$ cat src/bubble_pkg.sv
package bubble_pkg;

    ////////////////////////////////////////////////////////////
    // data widths
    ////////////////////////////////////////////////////////////

    // tc77 reading, 0.0625 degC per lsb, two's complement
    typedef logic [12:0] temp_code_t;
    typedef logic [2:0]  img_num_t;
    typedef logic [1:0]  delay_sel_t;

    // supervisor states
    typedef enum logic [2:0] {
        st_reset,
        st_eval,
        st_emulator,
        st_usb_standby,
        st_err_board,
        st_err_usb
    } sup_state_t;

    ////////////////////////////////////////////////////////////
    // timing, all in MCLK cycles
    ////////////////////////////////////////////////////////////

    localparam int SPI_DIV     = 4;     // half period of temp_clk
    localparam int TC77_BITS   = 16;
    localparam int WARMUP_UNIT = 256;   // sim sized
    localparam int READ_PERIOD = 512;
    localparam int BLINK_HALF  = 64;

    // temperature limits in sensor lsb
    localparam int COLD_CODE = 160;     // 10 degC
    localparam int HOT_CODE  = 640;     // 40 degC

    // counter widths
    localparam int DIV_CNT_W    = $clog2(SPI_DIV);
    localparam int BIT_CNT_W    = $clog2(TC77_BITS);
    localparam int PERIOD_CNT_W = $clog2(READ_PERIOD);
    // longest warm-up is four units
    localparam int WARM_CNT_W   = $clog2(4 * WARMUP_UNIT + 1);
    localparam int BLINK_CNT_W  = $clog2(BLINK_HALF);

endpackage
$ cat src/bubble_top.sv
`timescale 1ns/1ps

module bubble_top
(
    input  logic                    MCLK,
    input  logic                    MRST,

    // board inputs
    input  logic                    pwr_usb,
    input  logic                    board_pwr_bad,
    input  logic [3:0]              settings_sw,
    input  bubble_pkg::delay_sel_t  delay_sw,
    input  bubble_pkg::img_num_t    img_num_sw,
    input  logic                    force_start,
    input  logic                    temp_so,

    // enables and settings for the cores
    output logic                    emu_en,
    output logic                    fifo_en,
    output logic                    mpsse_en,
    output logic                    bitwidth4,
    output logic                    bout_timing,
    output bubble_pkg::img_num_t    image_number,
    output logic                    n4ben,

    // sensor and fan
    output logic                    temp_low,
    output logic                    fan_en_n,
    output logic                    temp_cs_n,
    output logic                    temp_clk,

    // leds
    output logic                    led_pwrok_n,
    output logic                    led_standby_n,
    output logic                    led_delaying_n
);

logic                   temp_en;
logic                   req_delaying;
logic                   req_pwrok;
logic                   req_standby;
logic                   blink_run;
logic                   fan_allow;
logic                   warming;
bubble_pkg::delay_sel_t delay_sel;

// 4-bit mode strap goes straight to the cartridge
assign n4ben = settings_sw[3];

startup_ctrl u_startup
(
    .MCLK           (MCLK),
    .MRST           (MRST),
    .pwr_usb        (pwr_usb),
    .board_pwr_bad  (board_pwr_bad),
    .settings_sw    (settings_sw),
    .delay_sw       (delay_sw),
    .img_num_sw     (img_num_sw),
    .warming        (warming),
    .emu_en         (emu_en),
    .fifo_en        (fifo_en),
    .mpsse_en       (mpsse_en),
    .temp_en        (temp_en),
    .req_delaying   (req_delaying),
    .req_pwrok      (req_pwrok),
    .req_standby    (req_standby),
    .blink_run      (blink_run),
    .bitwidth4      (bitwidth4),
    .bout_timing    (bout_timing),
    .fan_allow      (fan_allow),
    .delay_sel      (delay_sel),
    .image_number   (image_number)
);

temp_sense u_temp
(
    .MCLK           (MCLK),
    .MRST           (MRST),
    .temp_en        (temp_en),
    .delay_sel      (delay_sel),
    .fan_allow      (fan_allow),
    .force_start    (force_start),
    .temp_so        (temp_so),
    .temp_cs_n      (temp_cs_n),
    .temp_clk       (temp_clk),
    .temp_low       (temp_low),
    .warming        (warming),
    .fan_en_n       (fan_en_n)
);

led_ctrl u_led
(
    .MCLK           (MCLK),
    .MRST           (MRST),
    .blink_run      (blink_run),
    .req_delaying   (req_delaying),
    .req_pwrok      (req_pwrok),
    .req_standby    (req_standby),
    .warming        (warming),
    .led_pwrok_n    (led_pwrok_n),
    .led_standby_n  (led_standby_n),
    .led_delaying_n (led_delaying_n)
);

endmodule

$ cat src/led_ctrl.sv
`timescale 1ns/1ps

module led_ctrl
(
    input  logic    MCLK,
    input  logic    MRST,

    input  logic    blink_run,
    input  logic    req_delaying,
    input  logic    req_pwrok,
    input  logic    req_standby,
    input  logic    warming,

    // active low
    output logic    led_pwrok_n,
    output logic    led_standby_n,
    output logic    led_delaying_n
);

logic [bubble_pkg::BLINK_CNT_W-1:0] blink_cnt;
logic                               blinker;

////////////////////////////////////////////////////////////
// blinker, idles high (led off)
////////////////////////////////////////////////////////////

always_ff @(posedge MCLK)
begin
    if (MRST || !blink_run)
    begin
        blink_cnt <= '0;
        blinker   <= 1'b1;
    end
    else if (blink_cnt == bubble_pkg::BLINK_CNT_W'(bubble_pkg::BLINK_HALF - 1))
    begin
        blink_cnt <= '0;
        blinker   <= ~blinker;
    end
    else
    begin
        blink_cnt <= blink_cnt + 1'b1;
    end
end

////////////////////////////////////////////////////////////
// led drive
////////////////////////////////////////////////////////////

// steady when powered ok, flashing in standby/error
assign led_pwrok_n    = ~req_pwrok & blinker;

// standby flashes, warm-up lights it steadily
assign led_standby_n  = ~((req_standby & ~blinker) | warming);

assign led_delaying_n = ~(req_delaying & warming);

endmodule

$ cat src/temp_sense.sv
`timescale 1ns/1ps

module temp_sense
(
    input  logic                    MCLK,
    input  logic                    MRST,

    input  logic                    temp_en,
    input  bubble_pkg::delay_sel_t  delay_sel,
    input  logic                    fan_allow,
    input  logic                    force_start,

    // tc77 pins
    input  logic                    temp_so,
    output logic                    temp_cs_n,
    output logic                    temp_clk,

    output logic                    temp_low,
    output logic                    warming,
    output logic                    fan_en_n
);

typedef enum logic [1:0] {
    ts_idle,
    ts_shift,
    ts_wait,
    ts_warm
} ts_state_t;

ts_state_t                                  state;
logic [bubble_pkg::DIV_CNT_W-1:0]           div_cnt;
logic [bubble_pkg::BIT_CNT_W-1:0]           bit_cnt;
logic [bubble_pkg::PERIOD_CNT_W-1:0]        period_cnt;
logic [bubble_pkg::WARM_CNT_W-1:0]          warm_cnt;
logic [bubble_pkg::TC77_BITS-1:0]           shreg;
logic                                       read_done;
logic                                       start_rd;
bubble_pkg::temp_code_t                     rd_code;
logic                                       is_cold;
logic                                       is_hot;

// upper 13 bits hold the temperature, the rest are status
assign rd_code = shreg[bubble_pkg::TC77_BITS-1 -: $bits(bubble_pkg::temp_code_t)];
assign is_cold = $signed(rd_code) < bubble_pkg::COLD_CODE;
assign is_hot  = $signed(rd_code) > bubble_pkg::HOT_CODE;

// new read: on enable, on period expiry, or when warm-up ends
assign start_rd = (state == ts_idle) ||
                  (state == ts_wait && !read_done &&
                   period_cnt == bubble_pkg::PERIOD_CNT_W'(bubble_pkg::READ_PERIOD - 1)) ||
                  (state == ts_warm &&
                   (warm_cnt == bubble_pkg::WARM_CNT_W'(1) || force_start));

////////////////////////////////////////////////////////////
// sensor read sequencer
////////////////////////////////////////////////////////////

always_ff @(posedge MCLK)
begin
    if (MRST || !temp_en)
    begin
        state      <= ts_idle;
        temp_cs_n  <= 1'b1;
        temp_clk   <= 1'b0;
        div_cnt    <= '0;
        bit_cnt    <= '0;
        period_cnt <= '0;
        warm_cnt   <= '0;
        read_done  <= 1'b0;
        temp_low   <= 1'b0;
        warming    <= 1'b0;
        fan_en_n   <= 1'b1;
    end
    else if (start_rd)
    begin
        state      <= ts_shift;
        temp_cs_n  <= 1'b0;
        div_cnt    <= '0;
        bit_cnt    <= '0;
        period_cnt <= '0;
        warming    <= 1'b0;
    end
    else
    begin
        read_done <= 1'b0;
        case (state)
            ts_shift:
            begin
                period_cnt <= period_cnt + 1'b1;
                if (div_cnt == bubble_pkg::DIV_CNT_W'(bubble_pkg::SPI_DIV - 1))
                begin
                    div_cnt  <= '0;
                    temp_clk <= ~temp_clk;
                    // rising edge of temp_clk, msb first
                    if (!temp_clk)
                        shreg <= {shreg[bubble_pkg::TC77_BITS-2:0], temp_so};
                    else if (bit_cnt == bubble_pkg::BIT_CNT_W'(bubble_pkg::TC77_BITS - 1))
                    begin
                        temp_cs_n <= 1'b1;
                        read_done <= 1'b1;
                        state     <= ts_wait;
                    end
                    else
                        bit_cnt <= bit_cnt + 1'b1;
                end
                else
                    div_cnt <= div_cnt + 1'b1;
            end

            ts_wait:
            begin
                period_cnt <= period_cnt + 1'b1;
                // evaluate the finished read
                if (read_done)
                begin
                    temp_low <= is_cold;
                    fan_en_n <= ~(fan_allow & is_hot);
                    if (is_cold)
                    begin
                        warming  <= 1'b1;
                        warm_cnt <= bubble_pkg::WARM_CNT_W'(
                                    (int'(delay_sel) + 1) * bubble_pkg::WARMUP_UNIT);
                        state    <= ts_warm;
                    end
                end
            end

            ts_warm:
                warm_cnt <= warm_cnt - 1'b1;

            default:
                state <= ts_idle;
        endcase
    end
end

endmodule

$ cat src/startup_ctrl.sv
`timescale 1ns/1ps

module startup_ctrl
(
    input  logic                    MCLK,
    input  logic                    MRST,

    // power status
    input  logic                    pwr_usb,
    input  logic                    board_pwr_bad,

    // active-low dip switches
    input  logic [3:0]              settings_sw,
    input  bubble_pkg::delay_sel_t  delay_sw,
    input  bubble_pkg::img_num_t    img_num_sw,

    input  logic                    warming,

    // block enables
    output logic                    emu_en,
    output logic                    fifo_en,
    output logic                    mpsse_en,
    output logic                    temp_en,

    // led requests
    output logic                    req_delaying,
    output logic                    req_pwrok,
    output logic                    req_standby,
    output logic                    blink_run,

    // latched settings
    output logic                    bitwidth4,
    output logic                    bout_timing,
    output logic                    fan_allow,
    output bubble_pkg::delay_sel_t  delay_sel,
    output bubble_pkg::img_num_t    image_number
);

bubble_pkg::sup_state_t state;
logic [1:0]             pwr_sel;
logic                   run_req;

assign pwr_sel = {pwr_usb, board_pwr_bad};

////////////////////////////////////////////////////////////
// state flow
////////////////////////////////////////////////////////////

always_ff @(posedge MCLK)
begin
    if (MRST)
    begin
        state <= bubble_pkg::st_reset;
    end
    else
    begin
        case (state)
            bubble_pkg::st_reset:
                state <= bubble_pkg::st_eval;
            bubble_pkg::st_eval:
                case (pwr_sel)
                    2'b00:   state <= bubble_pkg::st_emulator;
                    2'b01:   state <= bubble_pkg::st_err_board;
                    2'b10:   state <= bubble_pkg::st_err_usb;
                    default: state <= bubble_pkg::st_usb_standby;
                endcase
            // emulator mode only leaves on reset
            bubble_pkg::st_emulator:
                state <= bubble_pkg::st_emulator;
            bubble_pkg::st_usb_standby:
                if (pwr_sel != 2'b11)
                    state <= bubble_pkg::st_reset;
            bubble_pkg::st_err_board:
                if (pwr_sel != 2'b01)
                    state <= bubble_pkg::st_reset;
            bubble_pkg::st_err_usb:
                if (pwr_sel != 2'b10)
                    state <= bubble_pkg::st_reset;
            default:
                state <= bubble_pkg::st_reset;
        endcase
    end
end

////////////////////////////////////////////////////////////
// registered outputs, one cycle behind the state
////////////////////////////////////////////////////////////

always_ff @(posedge MCLK)
begin
    if (MRST)
    begin
        run_req      <= 1'b0;
        mpsse_en     <= 1'b0;
        temp_en      <= 1'b0;
        req_delaying <= 1'b0;
        req_pwrok    <= 1'b0;
        req_standby  <= 1'b0;
        blink_run    <= 1'b0;
    end
    else
    begin
        run_req      <= (state == bubble_pkg::st_emulator);
        temp_en      <= (state == bubble_pkg::st_emulator);
        req_delaying <= (state == bubble_pkg::st_emulator);
        req_pwrok    <= (state == bubble_pkg::st_emulator);
        mpsse_en     <= (state == bubble_pkg::st_usb_standby);
        req_standby  <= (state == bubble_pkg::st_usb_standby);
        // standby and both error states flash the leds
        blink_run    <= (state == bubble_pkg::st_usb_standby) ||
                        (state == bubble_pkg::st_err_board) ||
                        (state == bubble_pkg::st_err_usb);
    end
end

// core and fifo wait for the sensor warm-up
assign emu_en  = run_req & ~warming;
assign fifo_en = run_req & ~warming;

// switches are sampled until st_eval is entered
always_ff @(posedge MCLK)
begin
    if (state == bubble_pkg::st_reset)
    begin
        bitwidth4    <= ~settings_sw[3];
        bout_timing  <= ~settings_sw[2];
        fan_allow    <= ~settings_sw[0];
        delay_sel    <= ~delay_sw;
        image_number <= ~img_num_sw;
    end
end

endmodule

$ cat config.mk
export PLATFORM = sky130hd
export DESIGN_NAME = bubble_top
export DESIGN_NICKNAME = d
export VERILOG_FILES = /design/src/bubble_pkg.sv /design/src/bubble_top.sv /design/src/led_ctrl.sv /design/src/temp_sense.sv /design/src/startup_ctrl.sv
export SDC_FILE = /design/constraint.sdc
export NUM_CORES = 1
export LEC_CHECK = 0
export ABC_AREA = 1
export ABC_CLOCK_PERIOD_IN_PS = 6050
export BUFFER_PORTS_ARGS = -buffer_cell sky130_fd_sc_hd__buf_4
export CAP_MARGIN = 40
export CELL_PAD_IN_SITES_DETAIL_PLACEMENT = 1
export CELL_PAD_IN_SITES_GLOBAL_PLACEMENT = 1
export CORE_MARGIN = 5
export CORE_UTILIZATION = 40
export DETAILED_ROUTE_END_ITERATION = 6
export PLACE_DENSITY = 0.83
export SLEW_MARGIN = 25
export SYNTH_ARGS = -nofsm -noshare
export SYNTH_HDL_FRONTEND = slang
export SYNTH_SLANG_ARGS = --single-unit
export TNS_END_PERCENT = 20
$ cat constraint.sdc
create_clock -name MCLK -period 6.05 [get_ports MCLK]
set_input_delay 0.3025 -clock MCLK [delete_from_list [all_inputs] [get_ports MCLK]]
set_output_delay 0.3025 -clock MCLK [all_outputs]
set_load 0.02 [all_outputs]
==> results.tsv, run 1 <==
metric	value	unit
Setup-failing EPs final	0	
Slew Viols, Final	0	
CTS resizes	0	
Worst Max-Slew Pin Slew	0.435	ns
Synth top area share	0.273	
# port buffers	29	
clk_lat worst skew	0.35	ns
CORE AREA	0.00830	mm^2
Setup crit end kind	register	
HP Class	in2reg	
post-layout util	0.480	
TritonCTS buffer count	9	
Vias	2797	
final wirelength	8.06	mm
Via density	5.06	
Most used DFF post-synth	dfxtp_1	
fin cells	553	
share of cells above drive strength 1	0.165	
vias in the first global route	3049	
largest net degree at the start of global routing	18	
Synth async-reset ratio	0	
fmax	0.426	GHz
HPWL Detailed	5.81	mm
minimum clock period	2.35	ns
critical path data arrival time	2.39	ns
Lkg Pwr	0.00160	uW
Die Y-Extent	103	um
part of the cycle the worst path needs	0.388	
CTS max path bufs	2	
post-synthesis simple-gate area fraction	0.274	
pwr dens	263	mW/mm^2
sequential area share after synthesis	0.482	
placed cell area	0.00375	mm^2
Final #Nets	475	
Clock H-tree levels	3	
Finished Cell Area	0.00399	mm^2
DRC	0	
cell taking the most area after synthesis	dfxtp_1	
Post-CTS Setup Inserts	0	
Syn Inst Count	408	
Final Hold Fails	0	
Initial Util	0.415	
Antenna diodes	0	
Setup Crit Path Kind	reg2reg	
flop and latch count out of synthesis	71	
largest family of logic cells by synthesized area	simple AND/OR/NAND/NOR gates	
synth top area cells	dfxtp_1, edfxtp_1, nand2_1, nor2_1, ha_1	
worst endpoint required time	6.09	ns
Mean Syn Cell Area	8.44	um^2
Iteration-0 DRC Markers	44	
CTS sink count	71	
Rows	33	
clk_skew	0.00850	ns
Worst-path clk slew	0.08	ns
Yosys Warn Count	0	
Peak supply drop	0.185	mV
CTS tree	done	
area share of fa/ha/maj cells after synthesis	0.0618	
DRT Pass-1 Iters	4	
synthesized area	0.00344	mm^2
CTS Hold Bufs	0	
Worst setup SP type	register	
wire per inst	14.6	um
# IOs	31	
MaxCap Viol Count	0	
Root Buffer	clkbuf_8	
number of flops mapped to enable cells by yosys	24	
Compound-Gate Fraction of Synth Area	0.0799	
Unique masters post-synth	36	
Setup TNS	0	ns
initial antenna violation count	0	
Max Fanout on Critical Path	16	
RR Startpoint	u_temp.period_cnt[0]	
die area	0.0106	mm^2
Setup crit start	u_temp.period_cnt[0]	
Synth Area in XOR/XNOR	0.0254	
cells on worst reg2reg path	10	
global-route wire length before repair	13.9	mm
hold path start	temp_so	
post-synth net total	440	
Hold WS	0.125	ns
Remaining Overflow, GRT	0	
ANT nets after route	0	
status	finished clean	
Hold Path Depth	1	
Die Wd	103	um
Placed Instances	537	
Area Overhead vs Synth	15.8	%
gp weighted congestion	0.819	
Slew Limit Headroom	0.710	
RSZ-0062 raised after global routing	false	
post-synthesis mux area share	0	
GRT Total Usage	0.168	
## path summary, 6_finish.rpt
path / to / slack [ns]
hold reg to reg: u_temp.shreg[2] / 0.43
setup / recovery: u_temp.shreg[3] / 3.70
setup reg to reg: u_temp.shreg[3] / 3.70
hold / removal: u_temp.shreg[0] / 0.12
## power by group
group          switching [uW]  leakage (uW)  internal [uW]
clock                     180      0.000110            273
combinational            47.3      0.000885           31.4
sequential               8.30      0.000602            508
## worst max-delay path: stages, from the launching register on
cell and delay [ns]:
dfxtp_1 0.33, ha_1 0.23, nand3_1 0.14, nor3_1 0.07, ha_1 0.17, inv_1 0.07
o21ai_2 0.09, a21oi_4 0.35, nand3_1 0.19, nor2_1 0.15, buf_4 0.26
## layout by cell type, fill, tap and decap left out, drive strengths merged
cell      instances
nand2            79
nor2             66
inv              53
dfxtp            47
buf              32
nand3            28
edfxtp           24
a21oi            23
ha               17
o21ai            17
nor3             14
clkbuf           10
nand4             9
xnor2             6
or2               4
xor2              4
nor3b             3
bufinv            3
clkinvlp          2
o21bai            1
nand3b            1
a21o              1
a31oi             1
o21a              1
a311oi            1
clkinv            1
## state kept, by name, summed over array words and instances (netlist names), 2 cells and up
register	count
u_temp.period_cnt	9
u_temp.bit_cnt	4
u_startup.delay_sel	2
u_startup.state	3
u_led.blink_cnt	6
u_startup.image_number	3
u_temp.div_cnt	2
u_temp.shreg	16
u_temp.state	2
u_temp.warm_cnt	11
## logic make-up after synthesis
| kind of cell | Yosys count |
|---|---|
| buf+inv | 61 |
| fa+ha+maj | 17 |
| flops | 71 |
| xor+xnor | 10 |
| compound gates | 45 |
| simple gates | 204 |
## synthesized netlist by cell type, types with 2 or more instances
| master | instances |
|---|---|
| a21oi_1 | 19 |
| nor2_4 | 2 |
| nor3b_1 | 3 |
| a21oi_2 | 3 |
| nand4_1 | 9 |
| nor2_1 | 61 |
| nor3_1 | 13 |
| inv_1 | 50 |
| nand3_1 | 26 |
| xor2_1 | 4 |
| inv_2 | 3 |
| or2_2 | 4 |
| buf_4 | 5 |
| dfxtp_1 | 47 |
| nand2_4 | 3 |
| nand2_1 | 72 |
| o21ai_0 | 15 |
| edfxtp_1 | 24 |
| ha_1 | 17 |
| buf_6 | 2 |
| xnor2_1 | 6 |
| nor2_2 | 3 |
| nand2_2 | 4 |
## layout make-up
cell class / count / area [um^2]
sequential: 71 / 1660
clock inverter: 6 / 109
clock buffer: 10 / 128
inverter: 53 / 199
multi-input combinational: 276 / 1520
fill: 998 / 4310
timing repair buffer: 32 / 240
tap: 105 / 131
## per-layer routing
metal  global-route usage  up-vias  routed length, um
met5                    0        -                  0
met4               0.0598        0                108
met3               0.0325       10                166
met2                0.314       22               4330
met1                0.188     1375               3460
li1                     -     1390                  -
## stage by stage
stage	worst slack, ns	power, uW
after global placement	3.73	601
after CTS	3.68	1060
final	3.70	1050
after global routing	3.53	1090
after detailed placement	3.69	607
after floorplan	3.67	571
Note: power is estimated with default switching activity, not from simulation.
==> inputs of run 2 (changes only) <==
- ABC_CLOCK_PERIOD_IN_PS: 6050 -> 2000
- PLACE_DENSITY: 0.83 -> 0.86
- clock period: 6.05 -> 2 ns (I/O delays scaled with it)
==> run 2 against run 1 <==
  * Combinational power rose to 3.4 times the previous value
  * Clock power increased to 2.6 times the previous value
  * Fmax up 23%
  * Sequential share of layout area decreased by 1.4 points
  * Via count grew 4.8%
  * Register-to-register slack got worse by 3.6 ns
  * Power increased to 2.9 times the previous value
  * Sequential cell count unchanged
  * Global-route usage is 2.3 points higher
  * Non-clock buffer count up 14
  * Hold slack better by 0.079 ns
  * Sequential power rose to 3.0 times the previous value
  * Highest routed layer unchanged
==> results.tsv, run 2 (synthesis results as in run 1) <==
metric	value	unit
FF-to-FF setup slack	0.08	ns
ANT nets after route	0	
global-route wire length before repair	15.3	mm
Worst Max-Slew Pin Slew	0.294	ns
TritonCTS buffer count	9	
vias in the first global route	3106	
Internal	2240	uW
Via density	5.17	
most common cell after layout, fill and taps aside	nand2_1	
Design Power	3050	uW
status	finished clean	
worst endpoint required time	2.08	ns
Placed Instances	541	
CP top delay family	simple AND/OR/NAND/NOR gates	
cells on worst reg2reg path	10	
Iteration-0 DRC Markers	135	
CP peak stage delay	0.33	ns
RR Endpoint	u_temp.shreg[10]	
Largest register FFs	16	
RSZ-0062 raised after global routing	true	
Post-CTS Setup Inserts	0	
slowest CP cell	dfxtp_2	
critical path capture point	u_temp.shreg[10]	
MaxCap Viol Count	0	
Worst-path clk slew	0.09	ns
RR Startpoint	u_temp.period_cnt[0]	
Post-Route M1 WL	3.83	mm
clk_skew	0.0127	ns
gp weighted congestion	0.799	
Slew Limit Headroom	0.803	
Finished Cell Area	0.00413	mm^2
initial antenna violation count	0	
pwr dens	738	mW/mm^2
HPWL Detailed	5.98	mm
met3 routed WL	317	um
largest net degree at the start of global routing	18	
CORE AREA	0.00830	mm^2
Buf/Inv on CP	2	
Die Y-Extent	103	um
Vias	2931	
GRT Total Usage	0.191	
most frequent cells in the layout	nand2_1, nor2_1, inv_1	
final wirelength	9.33	mm
Final #Nets	489	
Max Fanout on Critical Path	16	
Top reg by flops	u_temp.shreg	
Initial Util	0.415	
DR top layer	met4	
Hold Path Depth	4	
Lkg Pwr	0.00165	uW
register share of total power	0.515	
CP Depth	10	
CTS sink count	71	
Setup crit start	u_temp.period_cnt[0]	
Setup Crit Path Kind	reg2reg	
Switch Pwr	807	uW
die area	0.0106	mm^2
Area Overhead vs Synth	19.8	%
placed cell area	0.00380	mm^2
Antenna diodes	0	
Peak supply drop	0.501	mV
# IOs	31	
DRT Pass-1 Iters	4	
clk_lat worst skew	0.36	ns
Top Registers	u_temp.shreg (16), u_temp.warm_cnt (11), u_temp.period_cnt (9)	
critical path data arrival time	1.99	ns
DRC	0	
fin cells	567	
critical path's most frequent cell	ha_1	
Remaining Overflow, GRT	0	
Hold WS	0.203	ns
CTS tree	done	
switching share of power	0.265	
Final Hold Fails	0	
minimum clock period	1.92	ns
Rows	33	
fmax	0.522	GHz
part of the cycle the worst path needs	0.958	
met2 WL	4.98	mm
Slew Viols, Final	0	
HP Class	in2reg	
CTS max path bufs	2	
share of cells above drive strength 1	0.186	
Clock power frac	0.396	
Die Wd	103	um
Worst setup SP type	register	
wire per inst	16.4	um
Logic pwr share	0.089	
# port buffers	29	
Root Buffer	clkbuf_8	
post-layout util	0.497	
Setup-failing EPs final	0	
Setup crit end kind	register	
Clock H-tree levels	3	
CP Cell Sequence	ha_1 > nand3_1 > nor3_2 > ha_1 > inv_1 > o21ai_2 > a21oi_4 > nand3_2 > nor2_4 > buf_12	
[run 2: worst min-delay path by stage]
stage | slack (ns) | to | start
floorplan | 0.17 | u_startup.mpsse_en | MRST
global placement | 0.29 | u_temp.shreg[0] | temp_so
detailed placement | 0.29 | u_temp.shreg[0] | temp_so
CTS | 0.18 | u_startup.state[2] | board_pwr_bad
global route | 0.23 | u_startup.state[2] | board_pwr_bad
finish | 0.20 | u_startup.state[2] | board_pwr_bad
[run 2: layer usage]
layer | global-route usage | vias to the layer above
met3 | 0.0521 | 18
met1 | 0.203 | 1437
met2 | 0.359 | 47
met5 | 0 | -
li1 | - | 1429
met4 | 0.0687 | 0
[run 2: timing repair]
action,4_1_cts,5_1_grt
hold endpoints to repair,13,0
hold buffers,10,0
resized for setup,0,5
endpoints found under the setup margin,0,38
[run 2: metrics by stage]
step	TNS [ns]	setup WS [ns]
after floorplan	0	0.0261
after global placement	0	0.109
after detailed placement	0	0.0597
after CTS	0	0.0213
after global routing	-0.133	-0.0334
final	0	0.0839
[run 2: final cells by class]
class / instances / area (um^2)
clock inverters: 7 / 81.3
repair buffers: 46 / 383
fillers: 980 / 4170
inverters: 53 / 199
multi-input cells: 276 / 1540
flip-flops and latches: 71 / 1660
clock buffers: 9 / 124
well taps: 105 / 131
[run 2: worst register-to-register path: stages, from the launching register on]
cell	delay [ns]
dfxtp_2	0.33
ha_1	0.20
nand3_1	0.14
nor3_2	0.05
ha_1	0.17
inv_1	0.07
o21ai_2	0.08
a21oi_4	0.14
nand3_2	0.14
nor2_4	0.14
buf_12	0.16
[run 2: power by group through the flow]
stage | Clock, uW | Sequential [uW] | Combinational (uW)
CTS | 1220 | 1560 | 260
global placement | 0 | 1590 | 227
floorplan | 0 | 1620 | 112
detailed placement | 0 | 1590 | 239
global route | 1310 | 1570 | 295
finish | 1200 | 1570 | 271
==> inputs of run 3 (changes only) <==
- SETUP_SLACK_MARGIN: default -> 0.1
==> run 3 against run 2 <==
  * Die area is the same
  * Critical path depth stayed put
  * Setup slack improved by 0.030 ns
  * Clock power is 4% higher
  * Clock-buffer cell count unchanged
  * Hold slack got worse by 0.19 ns
  * Register-to-register slack improved by 0.03 ns
  * Clock skew is 0.0044 ns lower
  * Sequential share of layout area shrank 0.52 points
  * Non-clock buffer count shrank 2
  * Largest cell class unchanged
==> results.tsv, run 3 (synthesis results as in run 1) <==
metric	value	unit
status	finished clean	
Final Hold Fails	0	
Iteration-0 DRC Markers	83	
Remaining Overflow, GRT	0	
Die Wd	103	um
Setup TNS	0	ns
Vias	2911	
Largest register FFs	16	
worst endpoint required time	2.07	ns
clk_lat worst skew	0.35	ns
Area Overhead vs Synth	21.8	%
fillers	968	
TritonCTS buffer count	9	
pwr dens	732	mW/mm^2
RSZ-0062 raised after global routing	true	
minimum clock period	1.89	ns
clk_skew	0.00832	ns
critical path data arrival time	1.96	ns
Antenna diodes	0	
gp weighted congestion	0.817	
wire per inst	16.5	um
Max Fanout on Critical Path	8	
Rows	33	
CTS max path bufs	2	
initial antenna violation count	0	
GRT Total Usage	0.183	
# IOs	31	
most common cell after layout, fill and taps aside	nand2_1	
CORE AREA	0.00830	mm^2
Top reg by flops	u_temp.shreg	
global-route wire length before repair	14.9	mm
Finished Cell Area	0.00420	mm^2
Top Registers	u_temp.shreg (16), u_temp.warm_cnt (11), u_temp.period_cnt (9)	
DP Worst Slack	0.0960	ns
largest net degree at the start of global routing	18	
DRT Pass-1 Iters	4	
CTS sink count	71	
ANT nets after route	0	
final worst slack	0.114	ns
Initial Util	0.415	
Lkg Pwr	0.00165	uW
Final #Nets	487	
Slew Limit Headroom	0.817	
Setup Crit Path Kind	reg2reg	
Clock H-tree levels	3	
Peak supply drop	0.443	mV
# port buffers	29	
MaxCap Viol Count	0	
Worst Max-Slew Pin Slew	0.273	ns
placed cell area	0.00382	mm^2
Slew Viols, Final	0	
Setup crit end kind	register	
HP Class	in2reg	
most frequent cells in the layout	nand2_1, nor2_1, inv_1	
HPWL Detailed	6.59	mm
vias in the first global route	3044	
final wirelength	9.30	mm
part of the cycle the worst path needs	0.943	
die area	0.0106	mm^2
Root Buffer	clkbuf_8	
share of cells above drive strength 1	0.209	
Worst setup SP type	register	
fmax	0.530	GHz
Setup-failing EPs final	0	
DRC	0	
CTS tree	done	
Worst-path clk slew	0.08	ns
Via density	5.15	
Die Y-Extent	103	um
-- run 3: layer usage --
layer  vias up  routed length [um]  track usage
met5         -                   0            0
met2        33                5330        0.356
met3         5                 243       0.0426
met4         0                  56       0.0418
met1      1448                3680        0.198
li1       1425                   -            -
-- run 3: critical path, cell delays in order, from the launching register on --
cell,delay [ns]
dfxtp_4,0.36
ha_4,0.17
nand3_4,0.10
nor3_4,0.04
ha_2,0.17
inv_2,0.06
o21ai_4,0.07
a21oi_4,0.18
nand3_4,0.10
nor2_4,0.16
clkbuf_16,0.18
-- run 3: through the flow --
step,utilization,cells,hold slack [ns],total power [uW]
floorplan,-,408,0.172,1730
global placement,0.460,541,0.294,1820
detailed placement,0.460,541,0.294,1840
CTS,0.495,562,0.000936,3090
global route,0.506,565,-0.000992,3190
finish,0.506,565,0.0111,3070
-- run 3: repair_timing --
| item | 4_1_cts | 5_1_grt |
|---|---|---|
| hold buffers | 5 | 0 |
| pin swaps | 2 | 2 |
| setup endpoints to repair | 42 | 50 |
| gates cloned | 0 | 1 |
| resized for setup | 5 | 12 |
| setup buffers | 0 | 2 |
| hold endpoints to repair | 8 | 0 |
-- run 3: layout make-up --
type	instances	area (um^2)	share of cell area
Timing Repair Buffer	44	373	0.0889
Inverter	53	199	0.0474
Sequential cell	71	1670	0.398
Clock buffer	9	124	0.0295
Tap cell	105	131	0.0313
Multi-Input combinational cell	276	1610	0.384
Clock inverter	7	87.6	0.0209
-- run 3: worst paths after layout --
| check | start | to | slack (ns) | cells after the start |
|---|---|---|---|---|
| setup / recovery | u_temp.period_cnt[1] | u_temp.shreg[1] | 0.11 | 10 |
| hold / removal | img_num_sw[2] | u_startup.image_number[2] | 0.01 | 2 |
| setup reg to reg | u_temp.period_cnt[1] | u_temp.shreg[1] | 0.11 | 10 |
| hold reg to reg | u_temp.shreg[2] | u_temp.shreg[3] | 0.44 | 0 |
-- run 3: report_power, final --
part	leakage, uW	internal [uW]	switching, uW
sequential	0.000605	1540	27.3
clock	0.000100	691	560
combinational	0.000943	105	153
